<file path="src/design/ChecksumPkg.sv">
package ChecksumPkg;

    // one data word as stored in the block buffer
    localparam int WordW = 16;

    // checksum holds sum B over sum A
    localparam int SumW = 2 * WordW;

    // each half is reduced modulo 2^16 - 1
    localparam int FletcherMod = 65535;

    typedef logic [WordW-1:0] word_t;

    // upper half is sum B, lower half is sum A
    typedef logic [SumW-1:0] sum_t;

endpackage

</file>
<file path="src/design/BufferPkg.sv">
package BufferPkg;

    // shared block buffer geometry
    localparam int BufDepth = 256;
    localparam int AddrW = $clog2(BufDepth);

    // one extra bit so a full-buffer block of 256 words fits
    localparam int LenW = AddrW + 1;

    // checksum channels sharing the buffer read port
    localparam int NumChannels = 2;
    localparam int ChanW = (NumChannels > 1) ? $clog2(NumChannels) : 1;

    typedef logic [AddrW-1:0] addr_t;
    typedef logic [LenW-1:0] len_t;
    typedef logic [ChanW-1:0] chanIdx_t;

endpackage

</file>
<file path="src/design/BlockBuffer.sv">
module BlockBuffer
    import ChecksumPkg::*, BufferPkg::*;
(
    input logic clk,
    input logic wrEn,
    input addr_t wrAddr,
    input word_t wrData,
    input logic rdEn,
    input addr_t rdAddr,
    output word_t rdData
);

    // word storage, filled by the outside writer
    word_t mem [BufDepth];

    // write port
    always_ff @(posedge clk) begin
        if (wrEn) begin
            mem[wrAddr] <= wrData;
        end
    end

    // registered read
    // data shows up the cycle after rdEn
    always_ff @(posedge clk) begin
        if (rdEn) begin
            rdData <= mem[rdAddr];
        end
    end

endmodule

</file>
<file path="config.mk">
export PLATFORM = sky130hd
export DESIGN_NAME = BlockBuffer
export DESIGN_NICKNAME = d
export VERILOG_FILES = /design/src/design/ChecksumPkg.sv /design/src/design/BufferPkg.sv /design/src/design/BlockBuffer.sv
export SDC_FILE = /design/constraint.sdc
export NUM_CORES = 2
export LEC_CHECK = 0
export ABC_AREA = 1
export BUFFER_PORTS_ARGS = -buffer_cell sky130_fd_sc_hd__buf_4
export CELL_PAD_IN_SITES_DETAIL_PLACEMENT = 0
export CELL_PAD_IN_SITES_GLOBAL_PLACEMENT = 1
export CORE_MARGIN = 1.5
export CORE_UTILIZATION = 45
export CTS_CLUSTER_SIZE = 28
export DETAILED_ROUTE_END_ITERATION = 8
export PLACE_DENSITY_LB_ADDON = 0.1
export SLEW_MARGIN = 20
export SYNTH_ARGS = -nofsm -noshare
export SYNTH_HDL_FRONTEND = slang
export SYNTH_SLANG_ARGS = --single-unit
</file>
<file path="constraint.sdc">
create_clock -name clk -period 6.35 [get_ports clk]
set_clock_uncertainty 0.15 [all_clocks]
set_input_delay 0.3175 -clock clk [delete_from_list [all_inputs] [get_ports clk]]
set_output_delay 0.3175 -clock clk [all_outputs]
set_load 0.05 [all_outputs]
</file>
==> results.toml <==
[status]
status = "finished, final reports clean"

[clocking]
ctsResizeCount = 0
ctsRootBufferMaster = "sky130_fd_sc_hd__clkbuf_16"
clock_latency_on_the_worst_skew_pair_ns = 0.99
clkSinkCount = 4112
cts-buffers-inserted = 438
clock_path_buffers = 4
clkSlewWorstSetupHoldPaths_ns = 0.06
cts_tree = "done"
ctsHtreeMaxLevel = 5

[timing]
hold_viol_final = 0
period_minus_slack_ns = 3.677
max_clock_freq_mhz = 272.0
worst_slew_pin_slew_ns = 1.230
timing.max_slew.rel_slack = 0.1802
slew_violations = 0
timing.final.crit_share = 0.5790
layout_setup_ws_ns = 2.673
grt_setup_unrepaired = "false"
fin_tns_setup_ns = 0
final-setup-viol-count = 0

[die]
initial_core_util = 0.4527
die_width_um = 610.1
die_h_um = 610.1
core-area_um2 = 366400
num_rows = 222
die-area_um2 = 372200
ios = 51

[layout]
filler_cell_count = 31645
seq_area_um2 = 123500
mostFrequentLayoutCells = "4191 x sky130_fd_sc_hd__nand2_1, 4112 x sky130_fd_sc_hd__edfxtp_1, 4035 x sky130_fd_sc_hd__nand3_1"
multi_input_area_um2 = 37360
final_util = 0.5065
synthToLayoutAreaGrowth_pct = 11.87
drive_above_1_share = 0.08178
layout.cells.most_common = "sky130_fd_sc_hd__nand2_1"
design.final.nets = 13631

[grt]
globalRouteOverflowTotal = 0
grt_pass1_wl_um = 751700
grt_usage = 0.2775
antenna_found_initial = 26
grt_start_max_net_pins = 176
number_of_global_route_vias_before_repair = 102343

[setup_path]
worst-setup-path-type = "in -> reg"
kind_of_end_point_of_the_critical_path = "flop"
worstPathMaxFanout = 104
setup.worst_path.start = "rdAddr[2]"
worstPathRequired_ns = 6.94
worstPathArrival_ns = 4.27
timing.critical_path.from_type = "input pin"
timing.rr.start = "mem[139][7]"

[yosys]
synthesis.area_um2 = 165900
average_instance_area_after_synthesis_um2 = 12.18
synth_fp_nets = 13652
netlist-cell-type-count = 14
synth_sequential_area_ratio = 0.7444
syn-instance-count = 13617
ys_ff_latch = 4112
synth.yosys.warnings = 0

[detailed_routing]
routed_via_density = 5.766
vias = 108355
routedWlPerCell_um = 27.91
drt_pre_antenna_iters = 6
drt_iter0_drc = 13281
routed_wirelength_um = 524600
detail_route.drc_violations = 0
number_of_routed_nets_with_antenna_violations = 0

[power]
power.density_cell_area_nw_per_um2 = 315.1
cellLeakagePower_nw = 64.37
design_power_total_mw = 58.48
power.ir.vdd_worst_mv = 0.2748

[placement]
place_congestion = 0.8553
post-dp-hpwl_um = 283000
port_buffers = 50
dpl_worst_slack_ns = 1.896

[job]
max_capacitance_violation_count = 0

[min_path]
hp-start = "wrAddr[3]"
worstHoldPathType = "in -> reg"
repair_timing:
action	in CTS	in global routing
hold buffers	19	0
buffers inserted	0	0
endpoints found under the hold margin	1449	0
metrics by stage:
stage               instances  instance area (um^2)  hold slack [ns]
floorplan               13617                165900           0.2664
global placement        17953                171400           0.5906
detailed placement      17953                171500           0.5915
CTS                     18781                185500          0.01879
global route            18788                185500           0.1478
finish                  18793                185600           0.1114
Yosys cell counts:
master                     count  share of area
sky130_fd_sc_hd__inv_1        35        0.00079
sky130_fd_sc_hd__nand2_1    4211          0.095
sky130_fd_sc_hd__buf_8         1       0.000090
sky130_fd_sc_hd__inv_2         2       0.000045
sky130_fd_sc_hd__buf_1        70         0.0016
sky130_fd_sc_hd__nor2_1      283         0.0064
sky130_fd_sc_hd__nand3_1    4035           0.12
sky130_fd_sc_hd__buf_6        53         0.0036
sky130_fd_sc_hd__buf_12        1        0.00012
sky130_fd_sc_hd__edfxtp_1   4112           0.74
sky130_fd_sc_hd__clkbuf_1    154         0.0035
sky130_fd_sc_hd__buf_2       495          0.015
sky130_fd_sc_hd__buf_4       163         0.0074
sky130_fd_sc_hd__inv_4         2       0.000075
worst paths after layout:
kind                   to  slack, ns  depth (start not counted)
min          mem[148][14]       0.11                          6
max             rdData[7]       2.67                         11
min reg2reg     rdData[7]       0.86                         10
max reg2reg     rdData[7]       3.58                         10
metal layers:
layer / vias to the layer above / routed length [um] / global-route usage
met2: 4278 / 239800 / 0.4305
met5: - / 56 / 0
met3: 765 / 39230 / 0.03967
li1: 48637 / - / -
met4: 8 / 17710 / 0.08951
met1: 54667 / 227800 / 0.4046
worst max-delay path, cell delays in order:
cell	delay (ns)
sky130_fd_sc_hd__buf_8	0.55
sky130_fd_sc_hd__inv_8	0.49
sky130_fd_sc_hd__buf_12	0.35
sky130_fd_sc_hd__nand3_1	0.31
sky130_fd_sc_hd__nand3_1	0.20
sky130_fd_sc_hd__nand3_1	0.35
sky130_fd_sc_hd__nand3_1	0.46
sky130_fd_sc_hd__nand3_1	0.25
sky130_fd_sc_hd__nand2_1	0.26
sky130_fd_sc_hd__nand2_1	0.14
sky130_fd_sc_hd__nand2_1	0.06
registers in the layout, indices dropped and copies added, names as in the netlist:
register / count
rdData: 16
mem: 4096
layout make-up:
class	instances	area share
diodes	12	0.0001618
clock buffers	526	0.06108
clock inverters	283	0.01337
inverters	39	0.001072
multi-input cells	8529	0.2013
flip-flops and latches	4112	0.6655
well taps	4816	0.03247
repair buffers	476	0.02506
cell families (layout without fill, tap and decap cells):
family                 Yosys count  after routing  share of synthesized area
buffers and inverters          976           1324                    0.03210
DFF                           4112           4112                     0.7444
other                            0             12                          0
and+or+nand+nor               8529           8529                     0.2235
report_power, final:
part / switching [mW] / internal (mW) / total, mW
Combinational: 2.84 / 0.789 / 3.63
Sequential: 0.0446 / 29.9 / 30.0
Clock: 10.7 / 14.2 / 24.9
(Power assumes the default switching activity.)
