===== config.mk =====
export PLATFORM = sky130hd
export DESIGN_NAME = BlockChecksummer_flat
export DESIGN_NICKNAME = d
export VERILOG_FILES = /design/src/design/ChecksumPkg.sv /design/src/design/BufferPkg.sv /design/src/design/BufferReadIf.sv /design/src/design/FletcherChecksum.sv /design/src/design/BlockChecksummer.sv /design/src/flat_wrapper.sv
export SDC_FILE = /design/constraint.sdc
export NUM_CORES = 1
export LEC_CHECK = 0
export BUFFER_PORTS_ARGS = -buffer_cell sky130_fd_sc_hd__buf_2
export CAP_MARGIN = 20
export CORE_AREA = 2 2 108 110
export DETAILED_ROUTE_END_ITERATION = 10
export DIE_AREA = 0 0 110 112
export PLACE_DENSITY = 0.7
export SETUP_SLACK_MARGIN = 0.15
export SKIP_CTS_REPAIR_TIMING = 1
export SKIP_LAST_GASP = 1
export SYNTH_ARGS = -nofsm -noshare
export SYNTH_HDL_FRONTEND = slang
export SYNTH_SLANG_ARGS = --single-unit
export TNS_END_PERCENT = 5

===== constraint.sdc =====
create_clock -name clk -period 9.3 [get_ports clk]
set_input_delay 0.465 -clock clk [delete_from_list [all_inputs] [get_ports clk]]
set_output_delay 0.465 -clock clk [all_outputs]
set_load 0.05 [all_outputs]

===== src/design/ChecksumPkg.sv =====
package ChecksumPkg;

    // one data word as stored in the block buffer
    localparam int WordW = 16;

    // checksum holds sum B over sum A
    localparam int SumW = 2 * WordW;

    // each half is reduced modulo 2^16 - 1
    localparam int FletcherMod = 65535;

    typedef logic [WordW-1:0] word_t;

    // upper half is sum B, lower half is sum A
    typedef logic [SumW-1:0] sum_t;

endpackage


===== src/design/BufferPkg.sv =====
package BufferPkg;

    // shared block buffer geometry
    localparam int BufDepth = 256;
    localparam int AddrW = $clog2(BufDepth);

    // one extra bit so a full-buffer block of 256 words fits
    localparam int LenW = AddrW + 1;

    // checksum channels sharing the buffer read port
    localparam int NumChannels = 2;
    localparam int ChanW = (NumChannels > 1) ? $clog2(NumChannels) : 1;

    typedef logic [AddrW-1:0] addr_t;
    typedef logic [LenW-1:0] len_t;
    typedef logic [ChanW-1:0] chanIdx_t;

endpackage


===== src/design/BufferReadIf.sv =====
interface BufferReadIf
    import ChecksumPkg::*, BufferPkg::*;
();

    // request side, held until grant
    logic req;
    addr_t addr;

    // same-cycle acceptance from the arbiter
    logic grant;

    // returned word, one cycle after grant
    logic rdValid;
    word_t rdData;

    modport requester (
        output req,
        output addr,
        input grant,
        input rdValid,
        input rdData
    );

    modport server (
        input req,
        input addr,
        output grant,
        output rdValid,
        output rdData
    );

endinterface


===== src/design/FletcherChecksum.sv =====
module FletcherChecksum
    import ChecksumPkg::*;
(
    input logic clk,
    input logic rst,
    input logic clear,
    input logic en,
    input word_t din,
    output sum_t dout
);

    // running sums, top bit only carries the trial addition
    logic [WordW:0] sumA;
    logic [WordW:0] sumB;

    // en delayed by one cycle for the B update
    logic enDly;

    // add and fold back into 0..FletcherMod-1 by one conditional subtract
    function automatic logic [WordW:0] addMod(input logic [WordW:0] x, input word_t y);
        logic [WordW:0] total;
        logic [WordW+1:0] trial;
        total = x + y;
        trial = {1'b0, total} - (WordW + 2)'(FletcherMod);
        // negative trial means total was already below the modulus
        return trial[WordW+1] ? total : trial[WordW:0];
    endfunction

    always_ff @(posedge clk) begin
        if (rst || clear) begin
            sumA <= '0;
            sumB <= '0;
            enDly <= 1'b0;
        end else begin
            enDly <= en;
            // sum A takes the new word at this edge
            if (en) begin
                sumA <= addMod(sumA, din);
            end
            // sum B takes the A that the previous word produced
            if (enDly) begin
                sumB <= addMod(sumB, sumA[WordW-1:0]);
            end
        end
    end

    // final two cycles after the last en
    assign dout = {sumB[WordW-1:0], sumA[WordW-1:0]};

endmodule


===== src/design/BlockChecksummer.sv =====
module BlockChecksummer
    import ChecksumPkg::*, BufferPkg::*;
(
    input logic clk,
    input logic rst,
    input logic start,
    input addr_t baseAddr,
    input len_t length,
    output logic busy,
    output logic done,
    output sum_t sum,
    BufferReadIf.requester mem
);

    // words still to be granted, and the address of the next one
    len_t reqLeft;
    addr_t nextAddr;

    // words still to come back from the buffer
    len_t retLeft;

    // start only counts while idle
    logic accept;

    assign accept = start && !busy;

    // request held until granted, next word right after
    assign mem.req = busy && (reqLeft != '0);
    assign mem.addr = nextAddr;

    always_ff @(posedge clk) begin
        if (rst) begin
            busy <= 1'b0;
            done <= 1'b0;
            reqLeft <= '0;
            retLeft <= '0;
            nextAddr <= '0;
        end else begin
            done <= 1'b0;
            if (accept) begin
                nextAddr <= baseAddr;
                reqLeft <= length;
                retLeft <= length;
                // empty block finishes on the next cycle
                busy <= (length != '0);
                done <= (length == '0);
            end else if (busy) begin
                if (mem.grant) begin
                    nextAddr <= nextAddr + 1'b1;
                    reqLeft <= reqLeft - 1'b1;
                end
                if (mem.rdValid) begin
                    retLeft <= retLeft - 1'b1;
                end
                // all words in, one cycle spent on the B pipeline
                // done lands as the accumulator output settles
                if (retLeft == '0) begin
                    busy <= 1'b0;
                    done <= 1'b1;
                end
            end
        end
    end

    // accumulator cleared on every accepted start
    FletcherChecksum u_fletcher (
        .clk(clk),
        .rst(rst),
        .clear(accept),
        .en(mem.rdValid),
        .din(mem.rdData),
        .dout(sum)
    );

endmodule


===== src/flat_wrapper.sv =====
// flat-port wrapper written by rule: the top's interface ports become plain ports
module BlockChecksummer_flat import ChecksumPkg::*, BufferPkg::*;
  (clk, rst, start, baseAddr, length, busy, done, sum, mem_req, mem_addr, mem_grant, mem_rdValid, mem_rdData);
  BufferReadIf mem_i ();
  input logic clk;
  input logic rst;
  input logic start;
  input addr_t baseAddr;
  input len_t length;
  output logic busy;
  output logic done;
  output sum_t sum;
  output wire logic [$bits(mem_i.req)-1:0] mem_req;
  output wire logic [$bits(mem_i.addr)-1:0] mem_addr;
  input wire logic [$bits(mem_i.grant)-1:0] mem_grant;
  input wire logic [$bits(mem_i.rdValid)-1:0] mem_rdValid;
  input wire logic [$bits(mem_i.rdData)-1:0] mem_rdData;
  assign mem_req = mem_i.req;
  assign mem_addr = mem_i.addr;
  assign mem_i.grant = mem_grant;
  assign mem_i.rdValid = mem_rdValid;
  assign mem_i.rdData = mem_rdData;
  BlockChecksummer u_core (.clk(clk), .rst(rst), .start(start), .baseAddr(baseAddr), .length(length), .busy(busy), .done(done), .sum(sum), .mem(mem_i));
endmodule

==> flow_summary.ini <==
[timing]
setup_ws_ns = 5.34
period_minus_slack_ns = 3.96
fin_crit_sh_pct = 42.6
fmax_mhz = 253
hold_violations = 0
worst_pin_slew_ns = 1.05
finalSetupTns_ns = 0
rsz0062_at_grt = no
setup_viol = 0
slew_violations = 0
relSlewSlack_pct = 30.2
finClkSkew_ns = 0.00424

[detailed_routing]
post-route-drc-count = 0
ant_nets = 0
drt_iter0_drc = 392
dr.pass1.iters = 5
wirelength_mm = 14.5
num_vias = 5465
vias_per_cell = 6.11
wl_per_cell_um = 16.2

[cts]
cts_buffers = 9
cts_tree = yes
clock_sinks = 63
clockRootBuffer = clkbuf_16
cts_buffer_depth = 2
clock_latency_ns = 0.33
htreeDepth = 3
clk_pin_slew_ns = 0.05

[pwr]
p_leak_nw = 2.53
ir_drop_mv = 0.0983
power.density_mw_per_mm2 = 158

[outcome]
status = completed

[worst_setup_path]
critPathRequiredTime_ns = 9.49
path_max_fanout = 10
regToRegSetupSlack_ns = 5.34
slowest_delay_ns = 0.56
worstPathArrival_ns = 4.15
worst_setup_path_start_kind = register
cp-end-kind = register
critPathSlowestCell = nor4_1
crit_chain = ha_1, inv_1, fa_1, nand2b_1, a21oi_1, xnor2_1, nor4_1, nand4_1, a2111oi_4, a31oi_1, buf_4, nor4_1, xnor2_1, a21oi_1
path_class = register to register

[placed_design]
portBuffers = 80
place_hpwl_mm = 10.9
place.gp.congestion = 0.850
placed_cells = 877
pre_cts_ws_ns = 5.17

[synthesis]
yosys_most_used_dff = dfxtp_1
synth.distinct_cells = 70
seq_area_frac_synth_pct = 23.1
synth_cells = 711
synth_area_leaders = dfxtp_1, ha_1, a21oi_1, o21ai_0, nand2_1
yosys.area.top_type = dfxtp_1
syn_area_sq_mm = 0.00545
yosys_warnings = 0
synthArstFlopShare_pct = 0
synth_top_area_share_pct = 23.1
synth_edf_count = 0
syn_avg_cell_area_sq_um = 7.66
ys_ff_latch = 63
syn_nets = 788

[global_routing]
grt_overflow_total = 0
grt_max_degree = 35
grt_pass1_vias = 5238
grt.total_usage_pct = 23.7
antenna_found_initial = 0
grt_first_pass_wirelength_mm = 23.5

[die]
start_util_pct = 48.8
std_cell_rows = 39
io-pin-count = 81
fp.dieH_um = 112
dieArea_sq_mm = 0.0123
core_area_sq_mm = 0.0112
die_w_um = 110

[cells_and_area]
fin_nets = 823
insertedDiodeCount = 0
finalNonFillerCells = 894
layout_commonest_cell = buf_2
final_cell_mix = buf_2, nand2_1, dfxtp_1, nor2_1, a21oi_1
area_growth_syn_to_layout_pct = 10.0
drive_above_1_share_pct = 15.3

[flow_run]
cap_violations = 0

[min_path]
hold_path.class = input port to register
[flip-flops by register name (all words and copies together) (netlist names)]
name	flops
u_core.busy	1
u_core.u_fletcher.enDly	1
u_core.u_fletcher.sumA	17
u_core.reqLeft	9
u_core.mem.addr	8
u_core.u_fletcher.sumB	17
u_core.retLeft	9
u_core.done	1
[final timing paths]
check,to,startpoint,cells after the start
worst min-delay path,u_core.mem.addr[7]$_SDFFE_PP0P_,baseAddr[7],3
worst min register to register,u_core.u_fletcher.sumB[16]$_SDFFE_PP0P_,u_core.u_fletcher.sumB[16]$_SDFFE_PP0P_,2
worst max register to register,u_core.u_fletcher.sumA[5]$_SDFFE_PP0P_,u_core.u_fletcher.sumA[0]$_SDFFE_PP0P_,14
worst max-delay path,u_core.u_fletcher.sumA[5]$_SDFFE_PP0P_,u_core.u_fletcher.sumA[0]$_SDFFE_PP0P_,14
[power breakdown]
part	internal, mW	leakage (nW)	switching [mW]
Combinational	0.103	1.87	0.198
Clock	0.209	0.145	0.120
Sequential	0.290	0.517	0.0244
[worst max-delay path, delay by kind of cell (launching register included)]
| family | cells | cell delay [ns] |
|---|---|---|
| AND/OR/NAND/NOR | 4 | 1.28 |
| AO/OA/AOI/OAI | 4 | 0.91 |
| adder cells (fa/ha/maj) | 2 | 0.62 |
| flip-flops | 1 | 0.41 |
| buffers and inverters | 2 | 0.31 |
| XOR/XNOR | 2 | 0.29 |
[cell families (layout without fill, tap and decap cells)]
kind of cell / count (synthesis) / count (layout) / share of synthesized area (%)
multiplexers: 7 / 7 / 1.29
flip-flops: 63 / 63 / 23.1
AO/OA/AOI/OAI: 220 / 220 / 27.1
XOR/XNOR: 47 / 47 / 7.55
adder cells (fa/ha/maj): 39 / 39 / 9.23
buffers and inverters: 82 / 122 / 8.06
AND/OR/NAND/NOR: 253 / 253 / 23.6
[per-layer routing]
layer / track usage, % / vias up / share of wire [%]
met5: 0 / - / 0
met4: 9.87 / 0 / 3.1
met3: 6.32 / 36 / 6.6
met2: 39.9 / 179 / 48
met1: 28.0 / 2558 / 43
li1: - / 2692 / -
[area by class of cell]
class | instances | area [sq um]
well taps | 143 | 179
clock inverters | 2 | 12.5
inverters | 23 | 86.3
multi-input cells | 566 | 3750
fillers | 1092 | 5180
clock buffers | 14 | 284
repair buffers | 83 | 423
flip-flops and latches | 63 | 1260
[Yosys cell counts (4+ instances only)]
cell       n
a211o_1    4
a211oi_1  11
a21o_1    13
a21oi_1   59
a221oi_1   5
a222oi_1   4
a311oi_1   4
a31oi_1   12
and2_1    11
and3_1    10
buf_4     32
clkbuf_1  22
dfxtp_1   63
ha_1      37
inv_1     23
mux2i_1    7
nand2_1   68
nand2b_1   8
nand3_1   15
nand4_1   11
nor2_1    61
nor2b_1    4
nor3_1    18
nor3b_1    4
nor4_1    16
o211ai_1  10
o21a_1     8
o21ai_0   52
o22ai_1    4
or3_1      4
xnor2_1   27
xor2_1    20
[per-stage QoR]
stage | hold WS [ns] | total power, mW | util (%) | cell area (sq um)
floorplan | 0.452 | 0.555 | - | 5450
global placement | 0.465 | 0.605 | 50.9 | 5690
detailed placement | 0.474 | 0.614 | 50.9 | 5690
CTS | 0.379 | 0.948 | 53.6 | 5990
global route | 0.405 | 0.993 | 53.6 | 5990
finish | 0.392 | 0.944 | 53.6 | 5990
No activity file was read; power rests on OpenSTA's default activity.
